[src/hw/csa_pkg.sv]
package csa_pkg;

	localparam int csa_data_w = 32;
	localparam int csa_addr_w = 10;

	localparam int csa_job_words = 5;
	localparam int csa_result_words = 7;

	localparam logic [csa_addr_w-1:0] reg_channel = 'd0;
	localparam logic [csa_addr_w-1:0] reg_in_valid = 'd1;
	localparam logic [csa_addr_w-1:0] reg_in_data_0 = 'd2; // up to 6
	localparam logic [csa_addr_w-1:0] reg_out_valid = 'd7;
	localparam logic [csa_addr_w-1:0] reg_out_data_0 = 'd8; // up to 14
	localparam logic [csa_addr_w-1:0] reg_catch_index = 'd15;
	localparam logic [csa_addr_w-1:0] reg_catch_low = 'd16;
	localparam logic [csa_addr_w-1:0] reg_catch_high = 'd17;
	localparam logic [csa_addr_w-1:0] reg_clear = 'd18;

	typedef struct packed {
		logic [csa_data_w-1:0] block;
		logic [2*csa_data_w-1:0] key;
		logic [csa_data_w-1:0] times;
		logic [csa_data_w-1:0] times_start;
	} csa_job_t;

	typedef struct packed {
		csa_job_t job;
		logic [2*csa_data_w-1:0] out;
	} csa_result_t;

	typedef logic [63:0] csa_catch_t;

	// word order on the bus is block, key low, key high, times, times_start
	function automatic logic [csa_data_w-1:0] csa_job_word(csa_job_t job, logic [2:0] idx);
		case (idx)
			3'd0: return job.block;
			3'd1: return job.key[csa_data_w-1:0];
			3'd2: return job.key[2*csa_data_w-1:csa_data_w];
			3'd3: return job.times;
			default: return job.times_start;
		endcase
	endfunction

	function automatic logic [csa_data_w-1:0] csa_result_word(csa_result_t res, logic [2:0] idx);
		case (idx)
			3'd5: return res.out[csa_data_w-1:0];
			3'd6: return res.out[2*csa_data_w-1:csa_data_w];
			default: return csa_job_word(res.job, idx);
		endcase
	endfunction

endpackage

[src/hw/csa_job_dispatch.sv]
`timescale 1ns/1ps

module csa_job_dispatch #(
	parameter int unit_num = 4,
	localparam int idx_w = (unit_num > 1) ? $clog2(unit_num) : 1
) (
	input logic axi_mm_clk,
	input logic rst_n,
	input logic in_ready_i,
	output logic in_ren_o,
	input logic [csa_pkg::csa_data_w-1:0] in_rdata_i,
	input logic [unit_num-1:0] unit_full_i,
	output csa_pkg::csa_job_t job_o,
	output logic [unit_num-1:0] job_wen_o,
	output logic disp_pulse_o,
	output logic [idx_w-1:0] disp_index_o
);

	import csa_pkg::*;

	typedef enum logic [3:0] {
		st_idle,
		st_pop,
		st_cap_block,
		st_cap_key_lo,
		st_cap_key_hi,
		st_cap_times,
		st_cap_start,
		st_wait_unit,
		st_write,
		st_advance
	} disp_state_t;

	disp_state_t state_q;
	logic [idx_w-1:0] idx_q;

	assign disp_index_o = idx_q;

	always_ff @(posedge axi_mm_clk) begin
		if (!rst_n) begin
			state_q <= st_idle;
			idx_q <= '0;
			in_ren_o <= 1'b0;
			job_wen_o <= '0;
			disp_pulse_o <= 1'b0;
		end else begin
			in_ren_o <= 1'b0;
			job_wen_o <= '0;
			disp_pulse_o <= 1'b0;
			case (state_q)
				st_idle: begin
					if (in_ready_i) begin
						in_ren_o <= 1'b1;
						state_q <= st_pop;
					end
				end
				st_pop: begin
					in_ren_o <= 1'b1;
					state_q <= st_cap_block;
				end
				st_cap_block: begin
					in_ren_o <= 1'b1;
					state_q <= st_cap_key_lo;
				end
				st_cap_key_lo: begin
					in_ren_o <= 1'b1;
					state_q <= st_cap_key_hi;
				end
				st_cap_key_hi: begin
					in_ren_o <= 1'b1; // fifth and last pop
					state_q <= st_cap_times;
				end
				st_cap_times: state_q <= st_cap_start;
				st_cap_start: state_q <= st_wait_unit;
				st_wait_unit: begin
					if (!unit_full_i[idx_q]) begin
						state_q <= st_write;
					end
				end
				st_write: begin
					job_wen_o[idx_q] <= 1'b1;
					disp_pulse_o <= 1'b1;
					state_q <= st_advance;
				end
				st_advance: begin
					idx_q <= (idx_q == idx_w'(unit_num - 1)) ? '0 : idx_q + 1'b1;
					state_q <= st_idle;
				end
				default: state_q <= st_idle;
			endcase
		end
	end

	// fifo data shows up one cycle behind each pop
	always_ff @(posedge axi_mm_clk) begin
		case (state_q)
			st_cap_block: job_o.block <= in_rdata_i;
			st_cap_key_lo: job_o.key[csa_data_w-1:0] <= in_rdata_i;
			st_cap_key_hi: job_o.key[2*csa_data_w-1:csa_data_w] <= in_rdata_i;
			st_cap_times: job_o.times <= in_rdata_i;
			st_cap_start: job_o.times_start <= in_rdata_i;
			default: ;
		endcase
	end

	a_wen_onehot: assert property (@(posedge axi_mm_clk) disable iff (!rst_n)
		$onehot0(job_wen_o) && ((job_wen_o & unit_full_i) == '0));

endmodule

[config.mk]
export PLATFORM = sky130hd
export DESIGN_NAME = csa_job_dispatch
export DESIGN_NICKNAME = d
export VERILOG_FILES = /design/src/hw/csa_pkg.sv /design/src/hw/csa_job_dispatch.sv
export SDC_FILE = /design/constraint.sdc
export NUM_CORES = 1
export LEC_CHECK = 0
export BUFFER_PORTS_ARGS = -buffer_cell sky130_fd_sc_hd__clkbuf_2
export CORE_MARGIN = 2
export CORE_UTILIZATION = 40
export CTS_BUF_LIST = sky130_fd_sc_hd__clkbuf_8
export CTS_CLUSTER_DIAMETER = 80
export DETAILED_ROUTE_END_ITERATION = 8
export GPL_TIMING_DRIVEN = 0
export PLACE_DENSITY = 0.71
export SETUP_SLACK_MARGIN = 0.1
export SLEW_MARGIN = 30
export SYNTH_ARGS = -nofsm -noshare
export SYNTH_HDL_FRONTEND = slang
export SYNTH_SLANG_ARGS = --single-unit
[constraint.sdc]
create_clock -name axi_mm_clk -period 7.2 [get_ports axi_mm_clk]
set_input_delay 1.44 -clock axi_mm_clk [delete_from_list [all_inputs] [get_ports axi_mm_clk]]
set_output_delay 1.44 -clock axi_mm_clk [all_outputs]
set_load 0.05 [all_outputs]
Word level (Yosys, flattened, before mapping)
Index checks and enable logic that the tools add are counted.
{"block": "totals", "regBits": 172, "inputBits": 39, "out_inout_bits": 168, "wordCells": 41}
{"block": "op_classes", "addsub": 1, "n_lt_le_gt_ge": 2, "eq_ne": 12, "muxes": 11, "reduce_logical": 5}
{"operator": "case mux 4 bit (9 select lines)", "count": 1}
{"operator": "equality test 4 x 3 -> 1 bit (second input constant)", "count": 4}
{"operator": "equality test 4 x 2 -> 1 bit (second input constant)", "count": 2}
{"operator": "equality test 4 bit (second input constant)", "count": 2}
{"operator": "2-to-1 mux 4 bit", "count": 2}
{"operator": "equality test 4 x 1 -> 1 bit (second input constant)", "count": 1}
{"operator": "logical NOT 4 bit", "count": 1}
{"operator": "2-to-1 mux 1 bit", "count": 4}
{"operator": "!= test 2 bit (second input constant)", "count": 2}
{"operator": "AND reduction 2 bit", "count": 2}
{"operator": "OR reduction 4 bit", "count": 1}
{"operator": "< comparator 2 x 3 -> 1 bit (second input constant)", "count": 1}
{"operator": "adder 2 x 1 -> 2 bit (second input constant)", "count": 1}
{"operator": "binary-select mux 1 bit (select 2 bit)", "count": 1}
{"operator": "demux 1 bit (select 2 bit)", "count": 1}
{"operator": "equality test 2 bit (second input constant)", "count": 1}
{"operator": ">= comparator 2 x 1 -> 1 bit (second input constant)", "count": 1}
{"operator": "2-to-1 mux 2 bit", "count": 1}
{"operator": "case mux 1 bit (2 select lines)", "count": 1}
{"operator": "logical AND 1 bit", "count": 1}

Depth between registers and ports, before layout
Gate-level depths: netlist of run 1.
{"block": "logic_depth", "ltp_word": 4, "mapped_depth": 4}

Worst setup path after synthesis of run 1
Ideal clock, no wire load.
{"block": "synth_timing", "path_kind": "register -> register", "from": "reg state_q[0]", "to": "reg job_o[128] (netlist bit) (enable)", "setup_ns": 0.461, "arrival_time_ns": 2.785, "t_required_ns": 6.739, "path_slack_ns": 3.953, "path_stages_with_launch": 4, "n_path_buf": 1, "period_less_slack_ns": 3.247, "path_cell_list": "dfxtp_1 > buf_6 > nand2b_1 > nor3_1"}
{"block": "synth_between", "elab_chain_cells": 1}
{"item": "start, declared", "line_no": "csa_job_dispatch.sv:34", "source": "disp_state_t state_q;"}
{"item": "start signal, assigned", "line_no": "csa_job_dispatch.sv:41", "source": "state_q <= st_idle;"}
{"item": "start signal, assigned", "line_no": "csa_job_dispatch.sv:54", "source": "state_q <= st_pop;"}
{"item": "start signal, assigned", "line_no": "csa_job_dispatch.sv:59", "source": "state_q <= st_cap_block;"}
{"item": "equality test 4 x 2 -> 1 bit", "line_no": "csa_job_dispatch.sv:96", "source": "case (state_q)"}
{"item": "end, declared", "line_no": "csa_job_dispatch.sv:13", "source": "output csa_pkg::csa_job_t job_o,"}
No other way between the ends.
A chain may end at the register's enable or synchronous reset.

Final worst setup path of run 1
{"block": "layout_timing", "from": "reg idx_q[0] (netlist: disp_index_o[0])", "to": "out disp_index_o[0]"}
{"item": "start, declared", "line_no": "csa_job_dispatch.sv:35", "source": "logic [idx_w-1:0] idx_q;"}
{"item": "start signal, assigned", "line_no": "csa_job_dispatch.sv:86", "source": "idx_q <= (idx_q == idx_w'(unit_num - 1)) ? '0 : idx_q + 1'b1;"}
{"item": "end, declared", "line_no": "csa_job_dispatch.sv:16", "source": "output logic [idx_w-1:0] disp_index_o"}
No word-level cell between the ends.

==> out/results.md, run 1 <==
| Metric | Reported |
|:---|:---|
| Most common library cell in the layout ignoring fill and taps | clkbuf_2 |
| Global Route Usage Sum | 0.159 |
| Number of antenna violations at the first check in global routing | 0 |
| Final total power | 1.92 mW |
| Seq/Total Area, Yosys | 0.935 |
| Post-synth net total | 263 |
| Reg2Reg Capture Point | job_o[100]$_DFFE_PP_ |
| Worst path max stage delay | 520 ps |
| Count of final setup violators | 0 |
| Total clock sinks | 172 |
| Worst-path maximum fanout | 7 |
| Primary FF master, synth | edfxtp_1 |
| Netlist area before placement | 0.00539 mm2 |
| Number of global-route vias before repair | 2919 |
| Post-CTS resize count | 0 |
| Number of cells on the critical path | 1 |
| Number of top-level pins | 207 |
| Number of max-capacitance violations reported | 0 |
| Fin Clk Skew | 13.0 ps |
| Max rail drop VDD | 0.144 mV |
| Setup CP Type | register to primary output |
| Largest net degree at the start of global routing | 19 |
| P&R area growth vs syn | 34.1% |
| Launch point of the critical path | disp_index_o[0]$_SDFFE_PN0N_ |
| Die Y | 120 um |
| Final HPWL from detailed placement | 8270 um |
| Warning count from the yosys run | 0 |
| Worst setup slack before clock tree synthesis | 4760 ps |
| Async set or reset register ratio after synthesis | 0 |
| Actual slew at the worst max-slew pin | 577 ps |
| Required time of the critical path | 5760 ps |
| Number of clock buffers inserted by TritonCTS | 17 |
| DRC violations left | 0 |
| Static Leak | 2.84 nW |
| Initial DRC count | 153 |
| Data arrival at the endpoint of the critical path | 1310 ps |
| Core Area | 0.0132 mm2 |
| Die X-Extent | 120 um |
| Diodes inserted | 0 |
| Highest clock frequency the design can meet | 0.364 GHz |
| Setup crit end | disp_index_o[0] |
| Worst path cell trace | clkbuf_2 |
| Cell Rows | 42 |
| Via total after detailed routing | 2948 |
| Setup repair after global routing missed its margin | no |
| Max-slew violation count | 0 |
| Layout net count | 506 |
| Final-report hold violation count | 0 |
| Clock tree from TritonCTS | yes |
| Mean instance size in the synthesized netlist | 24.5 um2 |
| Vias per Instance | 4.52 |
| Count of TritonRoute iterations in the first routing pass | 4 |
| Cell class contributing the biggest share of worst-path delay | flip-flops |
| Wire length of the first global-routing pass | 16600 um |
| Fraction of layout cells with a size suffix above 1 | 0.555 |
| Root cell of the clock tree | clkbuf_8 |
| Buffers from clock root to sink, at most | 2 |
| Number of hold buffers added after CTS | 0 |
| Number of flops mapped to enable cells by yosys | 160 |
| Origin of the critical flop-to-flop path | state_q[2]$_SDFFE_PN0P_ |
| Register-to-register path setup slack | 5070 ps |
| Post-DRT Antenna Nets | 0 |
| Final critical-path required period | 2750 ps |
| Clock slew at reported path FFs | 90 ps |
| Total detailed-routing wirelength | 11400 um |
| Startpoint kind of the worst setup timing path | register |
| Overflow after GRT | 0 |
| Number of buffers inserted to repair setup after CTS | 0 |
| #FFs+latches synth | 172 |
| Class of the tightest hold or removal check | register to register |
| Total negative slack for setup checks | 0 ps |
| Routed len/inst | 17.4 um |
| Relative slew margins | 0.615 |
| Fill cell count | 1051 |
| Slack of the critical path | 4450 ps |
| Outcome | completed |
| I/O Buffers | 206 |
| Distinct cells, synth | 27 |
| Routability Congestion | 0.691 |
| Share of the clock period used by the worst path after layout | 0.381 |
| Clock latency of the later-clocked register in the worst-skew pair | 450 ps |
| Post-synthesis instance total | 220 |
| Combined buffer and inverter count along the critical path | 1 |
| H-tree depth reported by CTS | 4 |
| Cell with the largest stage delay on the worst path | dfxtp_1 |
| Commonest cells after routing, fill and taps aside | clkbuf_2 (206), edfxtp_1 (160), clkbuf_8 (18) |
| Nature of the critical path endpoint | primary output |
| Area of the die | 0.0144 mm2 |
| Logic depth of the worst register-to-register path | 7 |
| Power per cell area | 265 mW/mm2 |
| Initial standard-cell utilization of the core | 0.409 |
## sequential cells by signal, summed over array words and instances (netlist names)
signal and count:
job_wen_o 4, job_o 160, disp_index_o 2, in_ren_o 1, state_q 4, disp_pulse_o 1
## area by class of cell
class,instances,area (um2),area share
Sequential cell,172,5040,0.698
Inverter,2,7.51,0.00104
Multi-Input combinational cell,43,339,0.0469
Clock buffer,17,234,0.0324
Timing Repair Buffer,224,1230,0.170
Buffer,3,32.5,0.00450
Clock inverter,15,124,0.0171
Tap cell,176,220,0.0304
## power breakdown
| group | internal (mW) | switching (mW) |
|---|---|---|
| Sequential | 1.13 | 0.00818 |
| Clock | 0.271 | 0.331 |
| Combinational | 0.0388 | 0.141 |
## worst min path at each step
| stage | startpoint | to | slack (ps) | depth (start not counted) |
|---|---|---|---|---|
| after global routing | state_q[0]$_SDFFE_PN0P_ | state_q[0]$_SDFFE_PN0P_ | 670 | 2 |
| after floorplan | state_q[0]$_SDFFE_PN0P_ | state_q[0]$_SDFFE_PN0P_ | 550 | 2 |
| after global placement | state_q[0]$_SDFFE_PN0P_ | state_q[0]$_SDFFE_PN0P_ | 590 | 2 |
| after detailed placement | state_q[0]$_SDFFE_PN0P_ | state_q[0]$_SDFFE_PN0P_ | 600 | 2 |
| final | state_q[0]$_SDFFE_PN0P_ | state_q[0]$_SDFFE_PN0P_ | 620 | 2 |
| after CTS | state_q[0]$_SDFFE_PN0P_ | state_q[0]$_SDFFE_PN0P_ | 620 | 2 |
## logic make-up after synthesis
family | synth area share
AO/OA/AOI/OAI | 0.00789
multiplexers | 0.00789
buffers and inverters | 0.00742
AND/OR/NAND/NOR | 0.0322
adder cells (fa/ha/maj) | 0.00928
flip-flops | 0.935
## tightest hold or removal path, cell delays in order, from the launching register on
cell and delay (ps):
dfxtp_1 340, buf_6 140, a21oi_1 110
## Yosys cell counts, types with 2 or more instances
library cell	instances	area [um2]
nor2b_1	3	18.8
inv_1	2	7.51
dfxtp_1	12	240
nand2_1	3	11.3
nor3_1	5	25.0
mux2i_1	2	20.0
nand2b_1	2	12.5
ha_1	4	50.1
nor2_1	5	18.8
and2_1	4	25.0
a21oi_1	3	15.0
edfxtp_1	160	4800
## routing by layer
metal | global-route usage | wire length (um) | part of all wire
met5 | 0 | 0 | 0
met4 | 0.0603 | 195 | 0.017
met3 | 0.0632 | 790 | 0.070
met2 | 0.261 | 5810 | 0.51
met1 | 0.188 | 4570 | 0.40
## stage by stage
| stage | util | hold WS, ps | cells | instance area [um2] |
|---|---|---|---|---|
| after global placement | 0.504 | 588 | 602 | 6650 |
| final | 0.548 | 620 | 652 | 7230 |
| after CTS | 0.548 | 620 | 652 | 7230 |
| after detailed placement | 0.521 | 604 | 620 | 6870 |
| after floorplan | - | 553 | 220 | 5390 |
| after global routing | 0.548 | 672 | 652 | 7230 |
Note: power is estimated with default switching activity, not from simulation.
==> inputs of run 2 (changes only) <==
- ABC_AREA: not set -> 1
- PLACE_DENSITY: 0.71 -> 0.74
- clock period: 7.2 -> 2.24 ns (I/O delays scaled with it)
==> out/results.md, run 2 <==
| Metric | Reported | vs previous |
|:---|:---|:---|
| Worst setup slack before clock tree synthesis | 476 ps | -4290 ps |
| Setup repair after global routing missed its margin | no |  |
| Count of final setup violators | 0 | unchanged |
| Vias per Instance | 4.53 | +0.21% |
| Area of the die | 0.0145 mm2 | +0.52% |
| Top area cells in the synthesized netlist | edfxtp_1 (89%), dfxtp_1 (4.4%), inv_1 (1.0%) |  |
| Layout net count | 519 | +2.6% |
| Number of hold buffers added after CTS | 0 | unchanged |
| Fraction of layout cells with a size suffix above 1 | 0.538 | -0.0168 |
| Final critical-path required period | 1740 ps |  |
| Relative slew margins | 0.546 | -0.0681 |
| Async set or reset register ratio after synthesis | 0 | unchanged |
| Final total power | 6.63 mW | +250% |
| Post-DRT Antenna Nets | 0 | unchanged |
| Max reg flops | 160 | unchanged |
| Total detailed-routing wirelength | 11100 um | -2.4% |
| Global Route Usage Sum | 0.154 | -0.00420 |
| P&R area growth vs syn | 33.8% |  |
| Placed inst area | 0.00685 mm2 | -0.33% |
| Initial standard-cell utilization of the core | 0.409 | +0.000550 |
| Class of the tightest hold or removal check | input pin to register |  |
| Max rail drop VDD | 0.415 mV | +190% |
| Number of max-capacitance violations reported | 0 | unchanged |
| Post-route cell area | 0.00725 mm2 | +0.31% |
| Core Area | 0.0132 mm2 | +0.40% |
| Synth top cells by count | edfxtp_1 (160), inv_1 (15), nand2_1 (13) |  |
| Most repeated cell in the gate-level netlist after synthesis | edfxtp_1 |  |
| Most area-hungry cell type in the Yosys netlist | edfxtp_1 |  |
| Required time of the critical path | 2390 ps | -3370 ps |
| Overflow after GRT | 0 | unchanged |
| #FFs+latches synth | 172 | unchanged |
| Startpoint kind of the worst setup timing path | register |  |
| Nature of the critical path endpoint | register |  |
| Data arrival at the endpoint of the critical path | 1890 ps | +580 ps |
| DRC violations left | 0 | unchanged |
| Initial DRC count | 144 | -5.9% |
| Clock latency of the later-clocked register in the worst-skew pair | 450 ps | about the same |
| Fin Clk Skew | 18.0 ps | +5.01 ps |
| Distinct cells, synth | 19 | -30% |
| Via total after detailed routing | 3013 | +2.2% |
| Largest net degree at the start of global routing | 19 | unchanged |
| Power per cell area | 914 mW/mm2 | +250% |
| Clock tree from TritonCTS | yes |  |
| Netlist area before placement | 0.00542 mm2 | +0.53% |
| Worst path max stage delay | 510 ps | about the same |
| Post-synth net total | 287 | +9.1% |
| Number of flops mapped to enable cells by yosys | 160 | unchanged |
| Most common library cell in the layout ignoring fill and taps | clkbuf_2 |  |
| Clock slew at reported path FFs | 90 ps | about the same |
| Final-report hold violation count | 0 | unchanged |
| Number of top-level pins | 207 | unchanged |
| Actual slew at the worst max-slew pin | 678 ps | +101 ps |
| Placed cell count | 633 | +2.1% |
| Buffers from clock root to sink, at most | 2 | unchanged |
| Mean instance size in the synthesized netlist | 22.2 um2 | -9.4% |
| Routability Congestion | 0.773 | +12% |
| Root cell of the clock tree | clkbuf_8 |  |
| Highest clock frequency the design can meet | 0.574 GHz |  |
| Number of antenna violations at the first check in global routing | 0 | unchanged |
| Worst path cell trace | nor2_2, inv_2, nor2_4, buf_16 |  |
| Total clock sinks | 172 | unchanged |
| Die X-Extent | 120 um | +0.26% |
| Outcome | completed |  |
| Commonest cells after routing, fill and taps aside | clkbuf_2 (206), edfxtp_1 (160), clkbuf_8 (17) |  |
| Die Y | 120 um | +0.26% |
| Number of clock buffers inserted by TritonCTS | 17 | unchanged |
| Top reg by flops | job_o |  |
| Count of non-filler cells in the finished layout | 665 | +2.0% |
| Max-slew violation count | 0 | unchanged |
| Portion of synthesized cell area occupied by the leading cell type | 0.886 | -0.00473 |
| Warning count from the yosys run | 0 | unchanged |
| Cell with the largest stage delay on the worst path | nor2_4 |  |
| Count of TritonRoute iterations in the first routing pass | 4 | unchanged |
| Static Leak | 2.86 nW | +1.0% |
| Number of global-route vias before repair | 3006 | +3.0% |
| Seq/Total Area, Yosys | 0.930 | -0.00496 |
| Post-CTS resize count | 0 | unchanged |
| Slack of the critical path | 499 ps | -3960 ps |
| Cell Rows | 42 | unchanged |
| Primary FF master, synth | edfxtp_1 |  |
| Share of the clock period used by the worst path after layout | 0.777 |  |
| Diodes inserted | 0 | unchanged |
| Post-synthesis instance total | 244 | +11% |
| H-tree depth reported by CTS | 4 | unchanged |
| Setup CP Type | register to register |  |
| Worst-path maximum fanout | 17 | +10 |
| Number of buffers inserted to repair setup after CTS | 0 | unchanged |
| Final HPWL from detailed placement | 7850 um | -5.1% |
| Routed len/inst | 16.7 um | -4.3% |
| I/O Buffers | 206 | unchanged |
| Wire length of the first global-routing pass | 16400 um | -1.3% |
| WHS | 231 ps | -389 ps |
| Top flop regs | job_o x160, job_wen_o x4, state_q x4 |  |
run 2: changes by cell type in the layout (fill, tap and decap cells not counted), sizes merged, moves of 4 or more:
cell	previous run	this run
and2	4	0
buf	20	7
inv	5	23
nand2	3	16
nor2	5	16
nor3	5	1
o21ai	1	6
run 2: cell families after synthesis:
| logic type | synth area share |
|---|---|
| buf+inv | 0.0132 |
| fa+ha+maj | 0.00923 |
| compound gates | 0.0132 |
| simple gates | 0.0341 |
| flops | 0.930 |
run 2: final cells by class:
cell class                 count  area, um2
clock buffer                  17        234
clock inverter                15        169
fill                        1069       5990
inverter                      19       71.3
multi-input combinational     53        340
sequential                   172       5040
tap                          176        220
timing repair buffer         213       1170
run 2: critical path, delay by kind of cell (launching register included):
kind                   cells  cell delay, ps
and+or+nand+nor            2             730
buffers and inverters      2             330
DFF                        1             370
run 2: metal layers:
metal / wire (um) / GRT usage / part of all wire
met1: 4510 / 0.187 / 0.41
met2: 5510 / 0.247 / 0.50
met3: 873 / 0.0580 / 0.079
met4: 206 / 0.0698 / 0.019
met5: 0 / 0 / 0
run 2: final timing paths:
| check | startpoint | endpoint | slack (ps) | cells after the start |
|---|---|---|---|---|
| max reg2reg | state_q[0]$_SDFFE_PN0P_ | job_o[98]$_DFFE_PP_ | 500 | 4 |
| max | state_q[0]$_SDFFE_PN0P_ | job_o[98]$_DFFE_PP_ | 500 | 4 |
| min | in_rdata_i[14] | job_o[110]$_DFFE_PP_ | 230 | 1 |
| min reg2reg | disp_index_o[1]$_SDFFE_PN0N_ | disp_index_o[1]$_SDFFE_PN0N_ | 630 | 2 |
run 2: metrics by stage:
stage	setup TNS (ps)	utilization
3_3_place_gp	-68620	0.505
4_1_cts	0	0.548
2_1_floorplan	0	-
3_5_place_dp	0	0.517
6_report	0	0.548
5_1_grt	0	0.548
run 2: where the power goes:
| group | internal, mW | leakage, nW | switching (mW) |
|---|---|---|---|
| combinational | 0.150 | 1.11 | 0.612 |
| sequential | 3.66 | 1.55 | 0.0420 |
| clock | 1.10 | 0.206 | 1.06 |
==> inputs of run 3 (changes only) <==
- PLACE_DENSITY: 0.74 -> 0.71
- clock period: 2.24 -> 1.75 ns (I/O delays scaled with it)
==> out/results.md, run 3 (synthesized netlist as in run 2, its figures left out) <==
| Metric | Reported | vs previous |
|:---|:---|:---|
| Outcome | completed |  |
| Highest clock frequency the design can meet | 0.641 GHz |  |
| Startpoint kind of the worst setup timing path | register |  |
| WHS | 142 ps | -88.7 ps |
| P&R area growth vs syn | 34.9% |  |
| DRC violations left | 0 | unchanged |
| Fin Clk Skew | 16.8 ps | -1.16 ps |
| Routed length on met2 | 5320 um | -3.4% |
| Most common library cell in the layout ignoring fill and taps | clkbuf_2 |  |
| Final HPWL from detailed placement | 7760 um | -1.1% |
| Number of top-level pins | 207 | unchanged |
| Post-DRT Antenna Nets | 0 | unchanged |
| Count of non-filler cells in the finished layout | 669 | +0.60% |
| Area of the die | 0.0145 mm2 | unchanged |
| Wire length of the first global-routing pass | 16400 um | +0.51% |
| Cell Rows | 42 | unchanged |
| Number of clock buffers inserted by TritonCTS | 17 | unchanged |
| Cell internal power dissipation | 6.35 mW | +29% |
| M1 WL | 4860 um | +7.8% |
| Die Y | 120 um | unchanged |
| Static Leak | 2.91 nW | +1.5% |
| Root cell of the clock tree | clkbuf_8 |  |
| Global Route Usage Sum | 0.157 | +0.00246 |
| Hold path startpoint | in_rdata_i[22] |  |
| Worst path cell trace | buf_2 |  |
| Final critical-path required period | 1560 ps |  |
| Vias per Instance | 4.41 | -2.8% |
| Count of TritonRoute iterations in the first routing pass | 4 | unchanged |
| Initial DRC count | 165 | +15% |
| Cell class contributing the biggest share of worst-path delay | flip-flops |  |
| Share of the clock period used by the worst path after layout | 0.892 |  |
| Hold path endpoint | job_o[150]$_DFFE_PP_ |  |
| Top reg by flops | job_o |  |
| Placed inst area | 0.00685 mm2 | about the same |
| Final-report hold violation count | 0 | unchanged |
| Register-to-register path setup slack | 200 ps | -300 ps |
| Count of final setup violators | 0 | unchanged |
| Layout net count | 523 | +0.77% |
| Post-route cell area | 0.00732 mm2 | +0.86% |
| Total negative slack for setup checks | 0 ps | unchanged |
| Seq pwr share | 0.560 | about the same |
| Max-slew violation count | 0 | unchanged |
| Fraction of layout cells with a size suffix above 1 | 0.540 | +0.00172 |
| Max reg flops | 160 | unchanged |
| Number of global-route vias before repair | 2866 | -4.7% |
| Placed cell count | 633 | unchanged |
| Setup CP Type | register to primary output |  |
| Total detailed-routing wirelength | 11200 um | +0.69% |
| Combined buffer and inverter count along the critical path | 1 | -1 |
| Number of max-capacitance violations reported | 0 | unchanged |
| Logic depth of the worst register-to-register path | 5 | +1 |
| Number of antenna violations at the first check in global routing | 0 | unchanged |
| Highest routed layer | met4 |  |
| Buffers from clock root to sink, at most | 2 | unchanged |
| Routed len/inst | 16.7 um | about the same |
| Clock slew at reported path FFs | 80 ps | about the same |
| Slack of the critical path | 189 ps | -309 ps |
| H-tree depth reported by CTS | 4 | unchanged |
| Commonest cells after routing, fill and taps aside | clkbuf_2 (205), edfxtp_1 (160), inv_1 (20) |  |
| Clock latency of the later-clocked register in the worst-skew pair | 440 ps | about the same |
| I/O Buffers | 206 | unchanged |
| Overflow after GRT | 0 | unchanged |
| Power share of the combinational group | 0.117 | +0.002 |
| Max rail drop VDD | 0.663 mV | +60% |
| Required time of the critical path | 1400 ps | -990 ps |
| Via total after detailed routing | 2947 | -2.2% |
| Switching power | 2.13 mW | +24% |
| Top flop regs | job_o x160, job_wen_o x4, state_q x4 |  |
| Relative slew margins | 0.730 | +0.183 |
| Hold depth | 1 | unchanged |
| Origin of the critical flop-to-flop path | state_q[0]$_SDFFE_PN0P_ |  |
| Total clock sinks | 172 | unchanged |
| Setup repair after global routing missed its margin | no |  |
| Cell with the largest stage delay on the worst path | dfxtp_1 |  |
| Initial standard-cell utilization of the core | 0.409 | unchanged |
| Power share of the clock group | 0.323 | -0.004 |
| Actual slew at the worst max-slew pin | 404 ps | -274 ps |
| Die X-Extent | 120 um | unchanged |
| Power per cell area | 1160 mW/mm2 | +27% |
| Switching portion of total power | 0.251 | -0.00799 |
| Data arrival at the endpoint of the critical path | 1210 ps | -680 ps |
| Routability Congestion | 0.772 | -0.13% |
| Worst-path maximum fanout | 7 | -10 |
| Core Area | 0.0132 mm2 | unchanged |
| Nature of the critical path endpoint | primary output |  |
| Worst path max stage delay | 460 ps | -50 ps |
| Class of the tightest hold or removal check | input pin to register |  |
| Diodes inserted | 0 | unchanged |
| Worst setup slack before clock tree synthesis | 8.01 ps | -468 ps |
| Reg2Reg Capture Point | job_o[148]$_DFFE_PP_ |  |
| Clock tree from TritonCTS | yes |  |
| Amount of wire on met3 after detailed routing | 794 um | -9.0% |
| Largest net degree at the start of global routing | 21 | +2 |
## run 3: cell count changes in the layout (fill, tap and decap cells not counted), moves of 2 or more
cell	before	now
clkinv_1	2	0
clkbuf_8	17	19
inv_6	4	0
inv_1	14	20
dfxtp_1	12	10
buf_12	0	4
clkinv_2	4	1
dfxtp_2	0	2
## run 3: how the worst max path moves through the flow
stage | from | end | slack [ps] | cells after the start
floorplan | state_q[2]$_SDFFE_PN0P_ | job_o[32]$_DFFE_PP_ | -80 | 2
global placement | state_q[0]$_SDFFE_PN0P_ | job_o[107]$_DFFE_PP_ | -920 | 3
detailed placement | state_q[2]$_SDFFE_PN0P_ | job_o[124]$_DFFE_PP_ | 8 | 3
CTS | state_q[0]$_SDFFE_PN0P_ | job_o[158]$_DFFE_PP_ | 120 | 5
global route | disp_index_o[0]$_SDFFE_PN0N_ | disp_index_o[0] | 100 | 1
finish | disp_index_o[0]$_SDFFE_PN0N_ | disp_index_o[0] | 190 | 1
## run 3: cell type report
class,count,area (um2)
Fill cell,1062,5930
Sequential cell,172,5050
Timing Repair Buffer,217,1230
Multi-Input combinational cell,53,343
Clock buffer,19,262
Tap cell,176,220
Clock inverter,13,139
Inverter,19,71.3
## run 3: power by group through the flow
stage	Sequential, mW	Combinational (mW)	Clock, mW
after floorplan	5.34	0.148	0
after global placement	4.85	0.920	0
after detailed placement	4.84	0.986	0
after CTS	4.75	1.00	2.81
after global routing	4.76	1.04	2.99
final	4.75	0.987	2.74
## run 3: stage by stage
stage	total power, mW	util
floorplan	5.49	-
global placement	5.77	0.506
detailed placement	5.83	0.517
CTS	8.56	0.553
global route	8.79	0.553
finish	8.47	0.553
## run 3: per-layer routing
metal,up-vias,global-route usage
li1,1384,-
met1,1419,0.208
met2,129,0.238
met3,15,0.0528
met4,0,0.0676
met5,-,0
## run 3: repair_timing
action | 4_1_cts | 5_1_grt
gates resized for setup | 0 | 1
pin swaps | 3 | 1
setup endpoints to repair | 53 | 12
setup buffers | 4 | 0
hold buffers | 0 | 0
